File: config.mk
export PLATFORM = sky130hd
export DESIGN_NAME = fetch_unit
export DESIGN_NICKNAME = d
export VERILOG_FILES = /design/src/logic/fetch_pkg.sv /design/src/logic/fetch_mem_if.sv /design/src/logic/fetch_ctrl.sv /design/src/logic/latency_timer.sv /design/src/logic/pc_gen.sv /design/src/logic/inst_mem.sv /design/src/logic/fetch_unit.sv
export SDC_FILE = /design/constraint.sdc
export NUM_CORES = 1
export LEC_CHECK = 0
export BUFFER_PORTS_ARGS = -buffer_cell sky130_fd_sc_hd__buf_4
export CAP_MARGIN = 10
export CORE_AREA = 5 5 180 182
export DETAILED_ROUTE_END_ITERATION = 10
export DIE_AREA = 0 0 185 187
export GPL_ROUTABILITY_DRIVEN = 0
export GPL_TIMING_DRIVEN = 0
export PLACE_DENSITY = 0.52
export RECOVER_POWER = 50
export SYNTH_ARGS = -nofsm -noshare
export SYNTH_HDL_FRONTEND = slang
export SYNTH_SLANG_ARGS = --single-unit
File: constraint.sdc
create_clock -name clk -period 4.46 [get_ports clk]
set_input_delay 0.446 -clock clk [delete_from_list [all_inputs] [get_ports clk]]
set_output_delay 0.446 -clock clk [all_outputs]
set_load 0.1 [all_outputs]
File: src/verif/inst_image.hex
// one 64-bit word per line, word 0 first; high 8 digits at pc bit 2 set, low 8 at bit 2 clear
8B0022977A000113
8B0122977A010113
8B0222977A020113
8B0322977A030113
8B0422977A040113
8B0522977A050113
8B0622977A060113
8B0722977A070113
8B0822977A080113
8B0922977A090113
8B0A22977A0A0113
8B0B22977A0B0113
8B0C22977A0C0113
8B0D22977A0D0113
8B0E22977A0E0113
8B0F22977A0F0113
8B1022977A100113
8B1122977A110113
8B1222977A120113
8B1322977A130113
8B1422977A140113
8B1522977A150113
8B1622977A160113
8B1722977A170113
8B1822977A180113
8B1922977A190113
8B1A22977A1A0113
8B1B22977A1B0113
8B1C22977A1C0113
8B1D22977A1D0113
8B1E22977A1E0113
8B1F22977A1F0113
File: src/logic/fetch_pkg.sv
package fetch_pkg;

	// memory geometry
	// 5 index bits give 32 words of two instructions each
	localparam int MEM_ADDR_BITS = 5;

	// cycles from read strobe to usable read data
	localparam int MEM_LATENCY = 3;

	// latency counter width
	// must hold MEM_LATENCY - 1
	localparam int TIMER_BITS = 2;

	// hex image of the test program
	// shared with the testbench reference model
	localparam string MEM_IMAGE = "/design/src/verif/inst_image.hex";

	// program counter and fetch address
	typedef logic [63:0] addr_t;

	// one 32-bit instruction
	typedef logic [31:0] inst_t;

	// one memory word
	// low half at pc bit 2 clear, high half at pc bit 2 set
	typedef logic [63:0] mem_word_t;

	// memory word index taken from pc bits 7 down to 3
	typedef logic [MEM_ADDR_BITS-1:0] word_idx_t;

	// boot address after reset
	localparam addr_t RESET_PC = 64'h0000_0000_8000_0000;

	// controller states
	// REQUEST issues the read, WAIT covers the access time,
	// DELIVER holds until the timer reports completion
	typedef enum logic [1:0] {
		IDLE,
		REQUEST,
		WAIT,
		DELIVER
	} fetch_state_t;

endpackage

File: src/logic/fetch_mem_if.sv
`timescale 1ns/1ns

interface fetch_mem_if
	import fetch_pkg::*;
();

	// one-cycle read strobe from the controller
	logic rd_en;

	// word index from the pc generator
	word_idx_t word_idx;

	// registered read data from the memory
	mem_word_t rdata;

	// read data is valid for the current fetch
	logic take;

	// controller side
	modport ctrl (
		output rd_en,
		output take
	);

	// pc generator side
	modport pcgen (
		output word_idx,
		input  take,
		input  rdata
	);

	// memory side
	modport mem (
		input  rd_en,
		input  word_idx,
		output rdata
	);

endinterface

File: src/logic/fetch_ctrl.sv
`timescale 1ns/1ns

module fetch_ctrl
	import fetch_pkg::*;
(
	input  logic      clk,
	input  logic      reset,
	input  logic      fetch_en,
	input  logic      pc_update,
	input  logic      done,
	output logic      start,
	output logic      busy,
	output logic      redirect_pend,
	fetch_mem_if.ctrl mem
);

	fetch_state_t state;
	fetch_state_t state_next;

	// redirect seen while a fetch was in flight
	// the target address itself is kept in pc_gen
	logic pend_q;

	// state register
	always_ff @(posedge clk) begin
		if (reset) begin
			state <= IDLE;
		end else begin
			state <= state_next;
		end
	end

	// next state
	always_comb begin
		state_next = state;
		case (state)
			IDLE: begin
				// wait here until fetching is enabled
				if (fetch_en) begin
					state_next = REQUEST;
				end
			end
			REQUEST: begin
				// read strobe and timer start go out this cycle
				state_next = WAIT;
			end
			WAIT: begin
				// memory still busy with the access
				state_next = DELIVER;
			end
			DELIVER: begin
				// stay until the timer reports the word ready
				if (done) begin
					// back to back fetch when still enabled
					if (fetch_en) begin
						state_next = REQUEST;
					end else begin
						state_next = IDLE;
					end
				end
			end
			default: begin
				state_next = IDLE;
			end
		endcase
	end

	// read strobe and timer load share the REQUEST cycle
	assign mem.rd_en = (state == REQUEST);
	assign start     = (state == REQUEST);

	// take lasts exactly one cycle since DELIVER is left on done
	assign mem.take = (state == DELIVER) && done;

	// any state but IDLE has a fetch in flight
	assign busy = (state != IDLE);

	// pending flag
	// set by a redirect during a fetch, consumed at take
	always_ff @(posedge clk) begin
		if (reset) begin
			pend_q <= 1'b0;
		end else if (mem.take) begin
			pend_q <= 1'b0;
		end else if (busy && pc_update) begin
			// a later pulse simply keeps the flag set
			pend_q <= 1'b1;
		end
	end

	// a pulse in the take cycle also drops the word
	assign redirect_pend = pend_q || (busy && pc_update);

endmodule

File: src/logic/latency_timer.sv
`timescale 1ns/1ns

module latency_timer
	import fetch_pkg::*;
(
	input  logic clk,
	input  logic reset,
	input  logic start,
	output logic done
);

	// cycles left until the read data is usable
	logic [TIMER_BITS-1:0] count;

	// load value
	// start cycle plus MEM_LATENCY-1 counted cycles ends on the data cycle
	localparam logic [TIMER_BITS-1:0] LOAD_VAL = TIMER_BITS'(MEM_LATENCY - 1);

	always_ff @(posedge clk) begin
		if (reset) begin
			count <= '0;
		end else if (start) begin
			count <= LOAD_VAL;
		end else if (count != '0) begin
			// count down and park at zero
			count <= count - 1'b1;
		end
	end

	// level output
	// low while a new start is being issued
	assign done = (count == '0) && !start;

endmodule

File: src/logic/pc_gen.sv
`timescale 1ns/1ns

module pc_gen
	import fetch_pkg::*;
(
	input  logic       clk,
	input  logic       reset,
	input  logic       pc_update,
	input  addr_t      dnpc,
	input  logic       busy,
	input  logic       redirect_pend,
	output addr_t      pc,
	output inst_t      inst,
	output logic       inst_valid,
	fetch_mem_if.pcgen mem
);

	// redirect target captured while a fetch is in flight
	addr_t dnpc_q;

	// sequential next address
	addr_t pc_plus4;

	// where a dropped fetch continues
	addr_t redirect_target;

	// instruction half picked from the read word
	inst_t inst_sel;

	assign pc_plus4 = pc + 64'd4;

	// a pulse in the take cycle wins over the older captured target
	assign redirect_target = pc_update ? dnpc : dnpc_q;

	// pc bit 2 chooses the upper or lower instruction of the word
	assign inst_sel = pc[2] ? mem.rdata[63:32] : mem.rdata[31:0];

	// memory word index comes straight from the pc
	assign mem.word_idx = pc[MEM_ADDR_BITS+2:3];

	// captured target
	// the newest pulse overwrites an older one
	always_ff @(posedge clk) begin
		if (busy && pc_update) begin
			dnpc_q <= dnpc;
		end
	end

	// program counter
	always_ff @(posedge clk) begin
		if (reset) begin
			pc <= RESET_PC;
		end else if (mem.take) begin
			if (redirect_pend) begin
				pc <= redirect_target;
			end else begin
				pc <= pc_plus4;
			end
		end else if (!busy && pc_update) begin
			// nothing in flight so the redirect applies at once
			pc <= dnpc;
		end
	end

	// instruction output register and its strobe
	always_ff @(posedge clk) begin
		if (reset) begin
			inst       <= '0;
			inst_valid <= 1'b0;
		end else begin
			// strobe is high for one cycle only
			inst_valid <= 1'b0;
			if (mem.take && !redirect_pend) begin
				inst       <= inst_sel;
				inst_valid <= 1'b1;
			end
			// inst keeps its last value between strobes
		end
	end

endmodule

File: src/logic/inst_mem.sv
`timescale 1ns/1ns

module inst_mem
	import fetch_pkg::*;
(
	input logic      clk,
	fetch_mem_if.mem mem
);

	// number of words in the array
	localparam int DEPTH = 2 ** MEM_ADDR_BITS;

	// program storage
	mem_word_t words [DEPTH];

	// registered read data
	mem_word_t rdata_q;

	// preload the test program
	initial begin
		$readmemh(MEM_IMAGE, words);
	end

	// read port
	// the register is only written on a strobe,
	// so the word stays put over the whole access window
	always_ff @(posedge clk) begin
		if (mem.rd_en) begin
			rdata_q <= words[mem.word_idx];
		end
	end

	assign mem.rdata = rdata_q;

endmodule

File: src/logic/fetch_unit.sv
`timescale 1ns/1ns

module fetch_unit
	import fetch_pkg::*;
(
	input  logic  clk,
	input  logic  reset,
	input  logic  fetch_en,
	input  logic  pc_update,
	input  addr_t dnpc,
	output addr_t pc,
	output inst_t inst,
	output logic  inst_valid
);

	// controller to timer
	logic start;
	logic done;

	// controller to pc generator
	logic busy;
	logic redirect_pend;

	// read strobe, index, data and take between the blocks
	fetch_mem_if mem_bus ();

	// fetch sequencing and pending redirect flag
	fetch_ctrl u_ctrl (
		.clk           (clk),
		.reset         (reset),
		.fetch_en      (fetch_en),
		.pc_update     (pc_update),
		.done          (done),
		.start         (start),
		.busy          (busy),
		.redirect_pend (redirect_pend),
		.mem           (mem_bus.ctrl)
	);

	// models the fixed access time of the memory
	latency_timer u_timer (
		.clk   (clk),
		.reset (reset),
		.start (start),
		.done  (done)
	);

	// pc, redirect target and instruction output
	pc_gen u_pc_gen (
		.clk           (clk),
		.reset         (reset),
		.pc_update     (pc_update),
		.dnpc          (dnpc),
		.busy          (busy),
		.redirect_pend (redirect_pend),
		.pc            (pc),
		.inst          (inst),
		.inst_valid    (inst_valid),
		.mem           (mem_bus.pcgen)
	);

	// program storage with registered read
	inst_mem u_mem (
		.clk (clk),
		.mem (mem_bus.mem)
	);

endmodule

==> results of run 1 <==
[cells in the mapped netlist, types with 7 or more instances]
cell type	number
nand2_1	101
dfxtp_1	70
edfxtp_1	64
nor2_1	50
o21ai_0	47
a21oi_1	44
clkbuf_1	37
mux2i_1	36
buf_4	32
xnor2_1	32
nor3_1	25
mux2_2	23
nand3_1	22
nand4_1	21
a31oi_1	18
xor2_1	15
o22ai_1	13
a211oi_1	11
inv_1	11
nor4_1	10
o22a_1	10
and4_1	9
and3_1	8
and2_1	7
buf_1	7
[stage by stage]
step | setup slack [ps] | power, W
after floorplan | 357.9 | 0.003925
after detailed placement | 1010 | 0.004705
after global routing | 782.7 | 0.006150
after CTS | 993.0 | 0.006059
after global placement | -2006 | 0.004685
final | 997.8 | 0.005892
[power by group]
group          total, W  internal (W)  switching, W
Clock           0.00135      0.000814      0.000532
Combinational   0.00266      0.000541       0.00212
Sequential      0.00188       0.00159      0.000288
Total           0.00589       0.00295       0.00294
[critical path, stage by stage, from the launching register on]
cell       delay [ps]
dfxtp_1           330
inv_1             100
ha_1              310
nor2b_1            80
clkbuf_4          370
nor2_1            380
o21ai_0           380
a2111oi_0        1090
o2bb2ai_1         220
a22o_1            150
[worst paths after layout]
check	start	end	cells past startpoint
max reg2reg	u_ctrl.state[0]$_SDFFE_PP0P_	u_pc_gen.pc[19]$_SDFFE_PP0P_	9
max	u_ctrl.state[0]$_SDFFE_PP0P_	u_pc_gen.pc[19]$_SDFFE_PP0P_	9
min	dnpc[11]	u_pc_gen.dnpc_q[11]$_DFFE_PP_	1
min reg2reg	u_pc_gen.pc[1]$_SDFFE_PP0P_	u_pc_gen.pc[1]$_SDFFE_PP0P_	2
[cell usage in the layout, fill, tap and decap left out, drive strengths merged, types with 6 or more instances in the layout]
cell / Yosys / final
o211ai: 6 / 6
o22a: 10 / 10
mux2i: 36 / 36
a31oi: 18 / 18
a211oi: 11 / 11
and3: 8 / 8
inv: 11 / 11
a311oi: 6 / 6
a21oi: 45 / 45
clkbuf: 38 / 196
nand4: 21 / 21
nor2: 51 / 51
and4: 9 / 9
o22ai: 13 / 13
xnor2: 32 / 32
dfxtp: 70 / 70
nor3: 26 / 26
nand2: 101 / 101
mux2: 23 / 23
buf: 46 / 48
nand3: 23 / 23
edfxtp: 64 / 64
conb: 1 / 32
nor4: 11 / 11
and2: 7 / 7
o21ai: 52 / 52
xor2: 15 / 15
[cell type report]
| cell class | instances | area share |
|---|---|---|
| Multi-Input combinational cell | 614 | 0.4148 |
| Sequential cell | 134 | 0.3595 |
| Clock buffer | 28 | 0.05819 |
| Timing Repair Buffer | 132 | 0.05738 |
| Tap cell | 396 | 0.05359 |
| Buffer | 84 | 0.04994 |
| Inverter | 11 | 0.004466 |
| Clock inverter | 3 | 0.001895 |
| Antenna cell | 1 | 0.0002707 |
[cells by family (layout without fill, tap and decap cells)]
group,Yosys count,after routing,share of synthesized area
adder cells (fa/ha/maj),4,4,0.006637
flip-flops,134,134,0.4407
XOR/XNOR,47,47,0.05459
AO/OA/AOI/OAI,197,197,0.1691
buffers and inverters,95,258,0.06620
AND/OR/NAND/NOR,275,275,0.1802
other,1,33,0.0004973
multiplexers,59,59,0.08213
[registers in the layout, summed over array words and instances, names as in the netlist]
signal / cells
u_pc_gen.dnpc_q: 64
u_pc_gen.inst_valid: 1
u_ctrl.state: 2
u_pc_gen.pc: 64
u_timer.count: 2
u_ctrl.pend_q: 1
[routing by layer]
metal | vias to the layer above | global-route usage | wire length [um]
met5 | - | 0 | 13
met4 | 2 | 0.05082 | 704
met3 | 48 | 0.04881 | 2236
met2 | 311 | 0.2635 | 13410
met1 | 3334 | 0.2131 | 12760
li1 | 3327 | - | -
==> metrics, run 1 <==
status=finished clean; CP Capture Type=register; Seq cells post-synth=134; largest net degree at the start of global routing=40; final core utilization=0.3038; first-pass GRT wire length=roughly 43,000 um; share of cells above drive strength 1=0.1034; sequential share of the synthesized area=0.4407; htree depth=4; Synth Cell Area=approximately 7500 um2; DR vias/cell=5.005; Post-CTS Setup Inserts=0; Core ar.=approximately 30,000 um2; period utilization=0.7763; reg-to-reg setup timing slack=about 1000 ps; CP required=roughly 4800 ps; Initial Utilization=0.2478; P per Cell Area=637.3 nW/um2; EDFF count, synth=64; Final Hold Viols=0; register area=3323 um2; Post-synth ARST share=0; Setup TNS=0 ps; Startpoint Class=register; Skew-Pair Late Insertion Delay=430 ps; placed cell area=about 9000 um2; Area Growth Syn to Fin=22.60%; Hold Crit Class=in -> reg; syn_area_per_cell=9.287 um2; CTS Buf Count=17; area share of the largest cell type after synthesis=0.2549; final setup fails=0; initial antenna violation count=1; die width=around 190 um; net count reported at finish=1,066; HPWL Detailed=roughly 21,000 um; Hold Buf Count CTS=0; std cell rows=between 60 and 70; Bufs on Longest Clock Path=2; Min Hold Slack=225.1 ps; clk sinks=134; fillers=~3,300; library cells used by synthesis=62; ys flop type=dfxtp_1; CTS tree=done; vias in the first global route=approximately 7,000; vias post-DR=between 7,000 and 8,000; WL/cell=a little over 20 um; Clk pin slew, worst setup/hold paths=60 ps; RSZ-0062 raised after global routing=false; Crit Path Class=reg -> reg; wirelength, routed=~30,000 um; Max Fanout on Critical Path=35; port bufs=between 100 and 150; LEAKAGE=between 3 and 4 nW; cell count after synthesis=about 800; Slew HR=0.1625; Tightest Pin Transition=approximately 1300 ps; GRT Util Overall=0.1644; Max VDD drop=~0.36 mV; Remaining Overflow, GRT=0; Cell Count, Final, Fillers Out=around 1,400; Post-route DRC=0; Die Area=approximately 35,000 um2; post-route clock skew=around 7 ps; Placed Instances=between 1,000 and 1,500; top post-synthesis cells by area=edfxtp_1, dfxtp_1, nand2_1; CTS Root Cell=clkbuf_16; post-layout min period=about 3500 ps; total of max-cap violations=0; area leader, netlist=edfxtp_1; Pins Over Slew Limit=0; Critical Path AT=roughly 3800 ps; drt pass-1 iters=5; YS warnings=0; post-CTS sizing=0; multi-input logic area=between 3000 and 4000 um2; DR iter-0 viols=740; post-route ant nets=0; post-route cell area=a little over 9000 um2; IO Pins=between 150 and 200; fmax=about 290 MHz; Die Span Y=roughly 190 um
(Power assumes the default switching activity.)
==> run 2: changes to the inputs <==
--- a/config.mk
+++ b/config.mk
@@ -5,14 +5,15 @@
 export SDC_FILE = /design/constraint.sdc
 export NUM_CORES = 1
 export LEC_CHECK = 0
+export ABC_AREA = 1
 export BUFFER_PORTS_ARGS = -buffer_cell sky130_fd_sc_hd__buf_4
 export CAP_MARGIN = 10
-export CORE_AREA = 5 5 180 182
+export CORE_AREA = 5 5 191 193
 export DETAILED_ROUTE_END_ITERATION = 10
-export DIE_AREA = 0 0 185 187
+export DIE_AREA = 0 0 196 198
 export GPL_ROUTABILITY_DRIVEN = 0
 export GPL_TIMING_DRIVEN = 0
-export PLACE_DENSITY = 0.52
+export PLACE_DENSITY = 0.51
 export RECOVER_POWER = 50
 export SYNTH_ARGS = -nofsm -noshare
 export SYNTH_HDL_FRONTEND = slang
==> constraint.sdc (replaced) <==
create_clock -name clk -period 3.29 [get_ports clk]
set_input_delay 0.329 -clock clk [delete_from_list [all_inputs] [get_ports clk]]
set_output_delay 0.329 -clock clk [all_outputs]
set_load 0.1 [all_outputs]
==> metrics, run 2 <==
Critical Path AT=3360 ps (-470 ps); port bufs=130 (-0.76%); drt pass-1 iters=5 (unchanged); largest net degree at the start of global routing=66 (+65%); Pins Over Slew Limit=0 (unchanged); r2r worst-path depth=11 (+2); htree depth=4 (unchanged); Max VDD drop=0.3572 mV (-0.73%); syn_area_per_cell=6.946 um2 (-25%); share of cells above drive strength 1=0.1223 (+0.01890); Post-synth ARST share=0 (unchanged); library cells used by synthesis=47 (-24%); vias in the first global route=8,227 (+17%); Area Growth Syn to Fin=21.47%; initial antenna violation count=0 (-1); post-route ant nets=0 (unchanged); LEAKAGE=4.260 nW (+35%); crit path cell chain=inv_1, ha_1, inv_1, nand2_1, inv_4, nor2_2, inv_2, buf_2, clkbuf_1, o21ai_0, a21oi_1; Synth Cell Area=8543 um2 (+13%); status=finished clean; area leader, netlist=edfxtp_1; worst hold path cell count=1 (unchanged); GRT Util Overall=0.1718 (+0.007402); Slew HR=0.1382 (-0.02429); Post-CTS Setup Inserts=0 (unchanged); Skew-Pair Late Insertion Delay=450 ps (+20 ps); Placed Instances=1,846 (+35%); final core utilization=0.3019 (-0.001917); HPWL Detailed=26,230 um (+23%); YS warnings=0 (unchanged); CTS Buf Count=17 (unchanged); post-route clock skew=12.02 ps (+5.043 ps); area share of the largest cell type after synthesis=0.2250 (-0.02990); fillers=3,865 (+17%); total of max-cap violations=0 (unchanged); net count reported at finish=1,482 (+39%); Final Hold Viols=0 (unchanged); multi-input logic area=4419 um2 (+15%); Die Area=38,810 um2 (+12%); RSZ-0062 raised after global routing=false; CP required=3660 ps (-1170 ps); commonest non-fill, non-tap cell in the layout=nand2_1; Hold Buf Count CTS=0 (unchanged); post-route cell area=10,380 um2 (+12%); Clk pin slew, worst setup/hold paths=70 ps (about the same); CP Capture Type=register; n_diodes=0 (-1); Seq cells post-synth=134 (unchanged); EDFF count, synth=64 (unchanged); CTS tree=done; post-layout min period=2988 ps (-474.0 ps); Tightest Pin Transition=1298 ps (+36.60 ps); fmax=334.6 MHz (+16%); Remaining Overflow, GRT=0 (unchanged); clk sinks=134 (unchanged); period utilization=0.9083 (+0.1320); Initial Utilization=0.2485 (+0.0007233); cell count after synthesis=1,230 (+51%); wirelength, routed=34,140 um (+17%); Bufs on Longest Clock Path=2 (unchanged); Max Fanout on Critical Path=65 (+86%); vias post-DR=8,750 (+25%); reg-to-reg setup timing slack=300 ps (-700 ps); Cell Count, Final, Fillers Out=1,878 (+34%); ys flop type=dfxtp_1; die width=196 um (+5.9%); placed cell area=10,210 um2 (+11%); DR iter-0 viols=853 (+15%); slowest library cell on the worst path=inv_4; Max stage delay on crit path=660 ps (-430 ps); Die Span Y=198 um (+5.9%); leading cell types in the layout, fill and taps excluded=nand2_1, clkbuf_1, nor2_1; CTS Root Cell=clkbuf_16; WL/cell=18.18 um (-12%); register area=3323 um2 (unchanged); crit-path most repeated cell=inv_1; Startpoint Class=register; std cell rows=68 (+6.3%); Hold Crit Class=in -> reg; Core ar.=34,370 um2 (+13%); post-CTS sizing=0 (unchanged); most common cell in the netlist=nand2_1; first-pass GRT wire length=50,740 um (+17%); Crit Path Class=reg -> reg; top post-synthesis cells by count=nand2_1, nor2_1, a21oi_1, o21ai_0, inv_1; top post-synthesis cells by area=edfxtp_1, nand2_1, dfxtp_1; Post-route DRC=0 (unchanged); final setup fails=0 (unchanged); sequential share of the synthesized area=0.3890 (-0.05170); Largest regs=u_pc_gen.dnpc_q (64), u_pc_gen.pc (64); P per Cell Area=904.4 nW/um2 (+42%); total power=0.009386 W (+59%); IO Pins=165 (unchanged); DR vias/cell=4.659 (-6.9%)
## run 2: cell types whose count changed after synthesis, moves of 12 or more
cell,change
inv_1,+77
o21bai_1,+12
nor2_1,+75
nor2_2,+15
o21ai_0,+55
mux2i_1,-36
mux2_2,-23
inv_2,+15
xnor2_1,-25
nand4_1,-15
nand3_1,+37
a21oi_1,+67
nor3_1,-22
nand2_1,+273
## run 2: cell type report
cell class	count	share of cell area
Multi-Input combinational cell	937	0.4258
Sequential cell	134	0.3202
Timing Repair Buffer	130	0.05534
Tap cell	455	0.05486
Buffer	87	0.05112
Clock buffer	17	0.04099
Inverter	103	0.03750
Clock inverter	15	0.01411
## run 2: metal layers
layer | vias up | part of all wire | global-route usage
met4 | 0 | 0.029 | 0.05974
met1 | 4033 | 0.45 | 0.2335
met2 | 323 | 0.45 | 0.2755
li1 | 4342 | - | -
met5 | - | 0 | 0
met3 | 52 | 0.065 | 0.03148
## run 2: worst max-delay path: cells and delay by family (launching register included)
kind | cells | cell delay, ps
compound gates | 2 | 330
fa+ha+maj | 1 | 230
buf+inv | 6 | 1740
flops | 1 | 400
simple gates | 2 | 200
## run 2: final timing paths
| path | startpoint | endpoint |
|---|---|---|
| setup / recovery | u_ctrl.state[0]$_SDFFE_PP0P_ | u_pc_gen.pc[12]$_SDFFE_PP0P_ |
| hold / removal | dnpc[40] | u_pc_gen.dnpc_q[40]$_DFFE_PP_ |
| setup reg to reg | u_ctrl.state[0]$_SDFFE_PP0P_ | u_pc_gen.pc[12]$_SDFFE_PP0P_ |
| hold reg to reg | u_timer.count[0]$_SDFFE_PP0P_ | u_timer.count[0]$_SDFFE_PP0P_ |
## run 2: kinds of logic after synthesis
logic type | after synthesis | synth area share
and+or+nand+nor | 612 | 0.3062
other | 1 | 0.0004389
buffers and inverters | 190 | 0.1074
xor gates and xnor gates | 15 | 0.01538
AOI/OAI and AO/OA | 274 | 0.1757
adders and majority gates | 4 | 0.005858
DFF | 134 | 0.3890
## run 2: stage by stage
stage | worst slack [ps] | hold slack, ps | setup TNS [ps]
after floorplan | 783.9 | 423.0 | 0
after global placement | -70.94 | 436.7 | -399.8
after detailed placement | 326.8 | 444.9 | 0
after CTS | 297.6 | 55.65 | 0
after global routing | 57.43 | 81.10 | 0
final | 301.8 | 91.59 | 0
## run 2: power by group
group          switching [W]  leakage, nW  internal [W]  total (W)
sequential          0.000560         1.17       0.00225    0.00281
combinational        0.00384         2.82      0.000831    0.00467
clock               0.000849        0.264       0.00105    0.00190
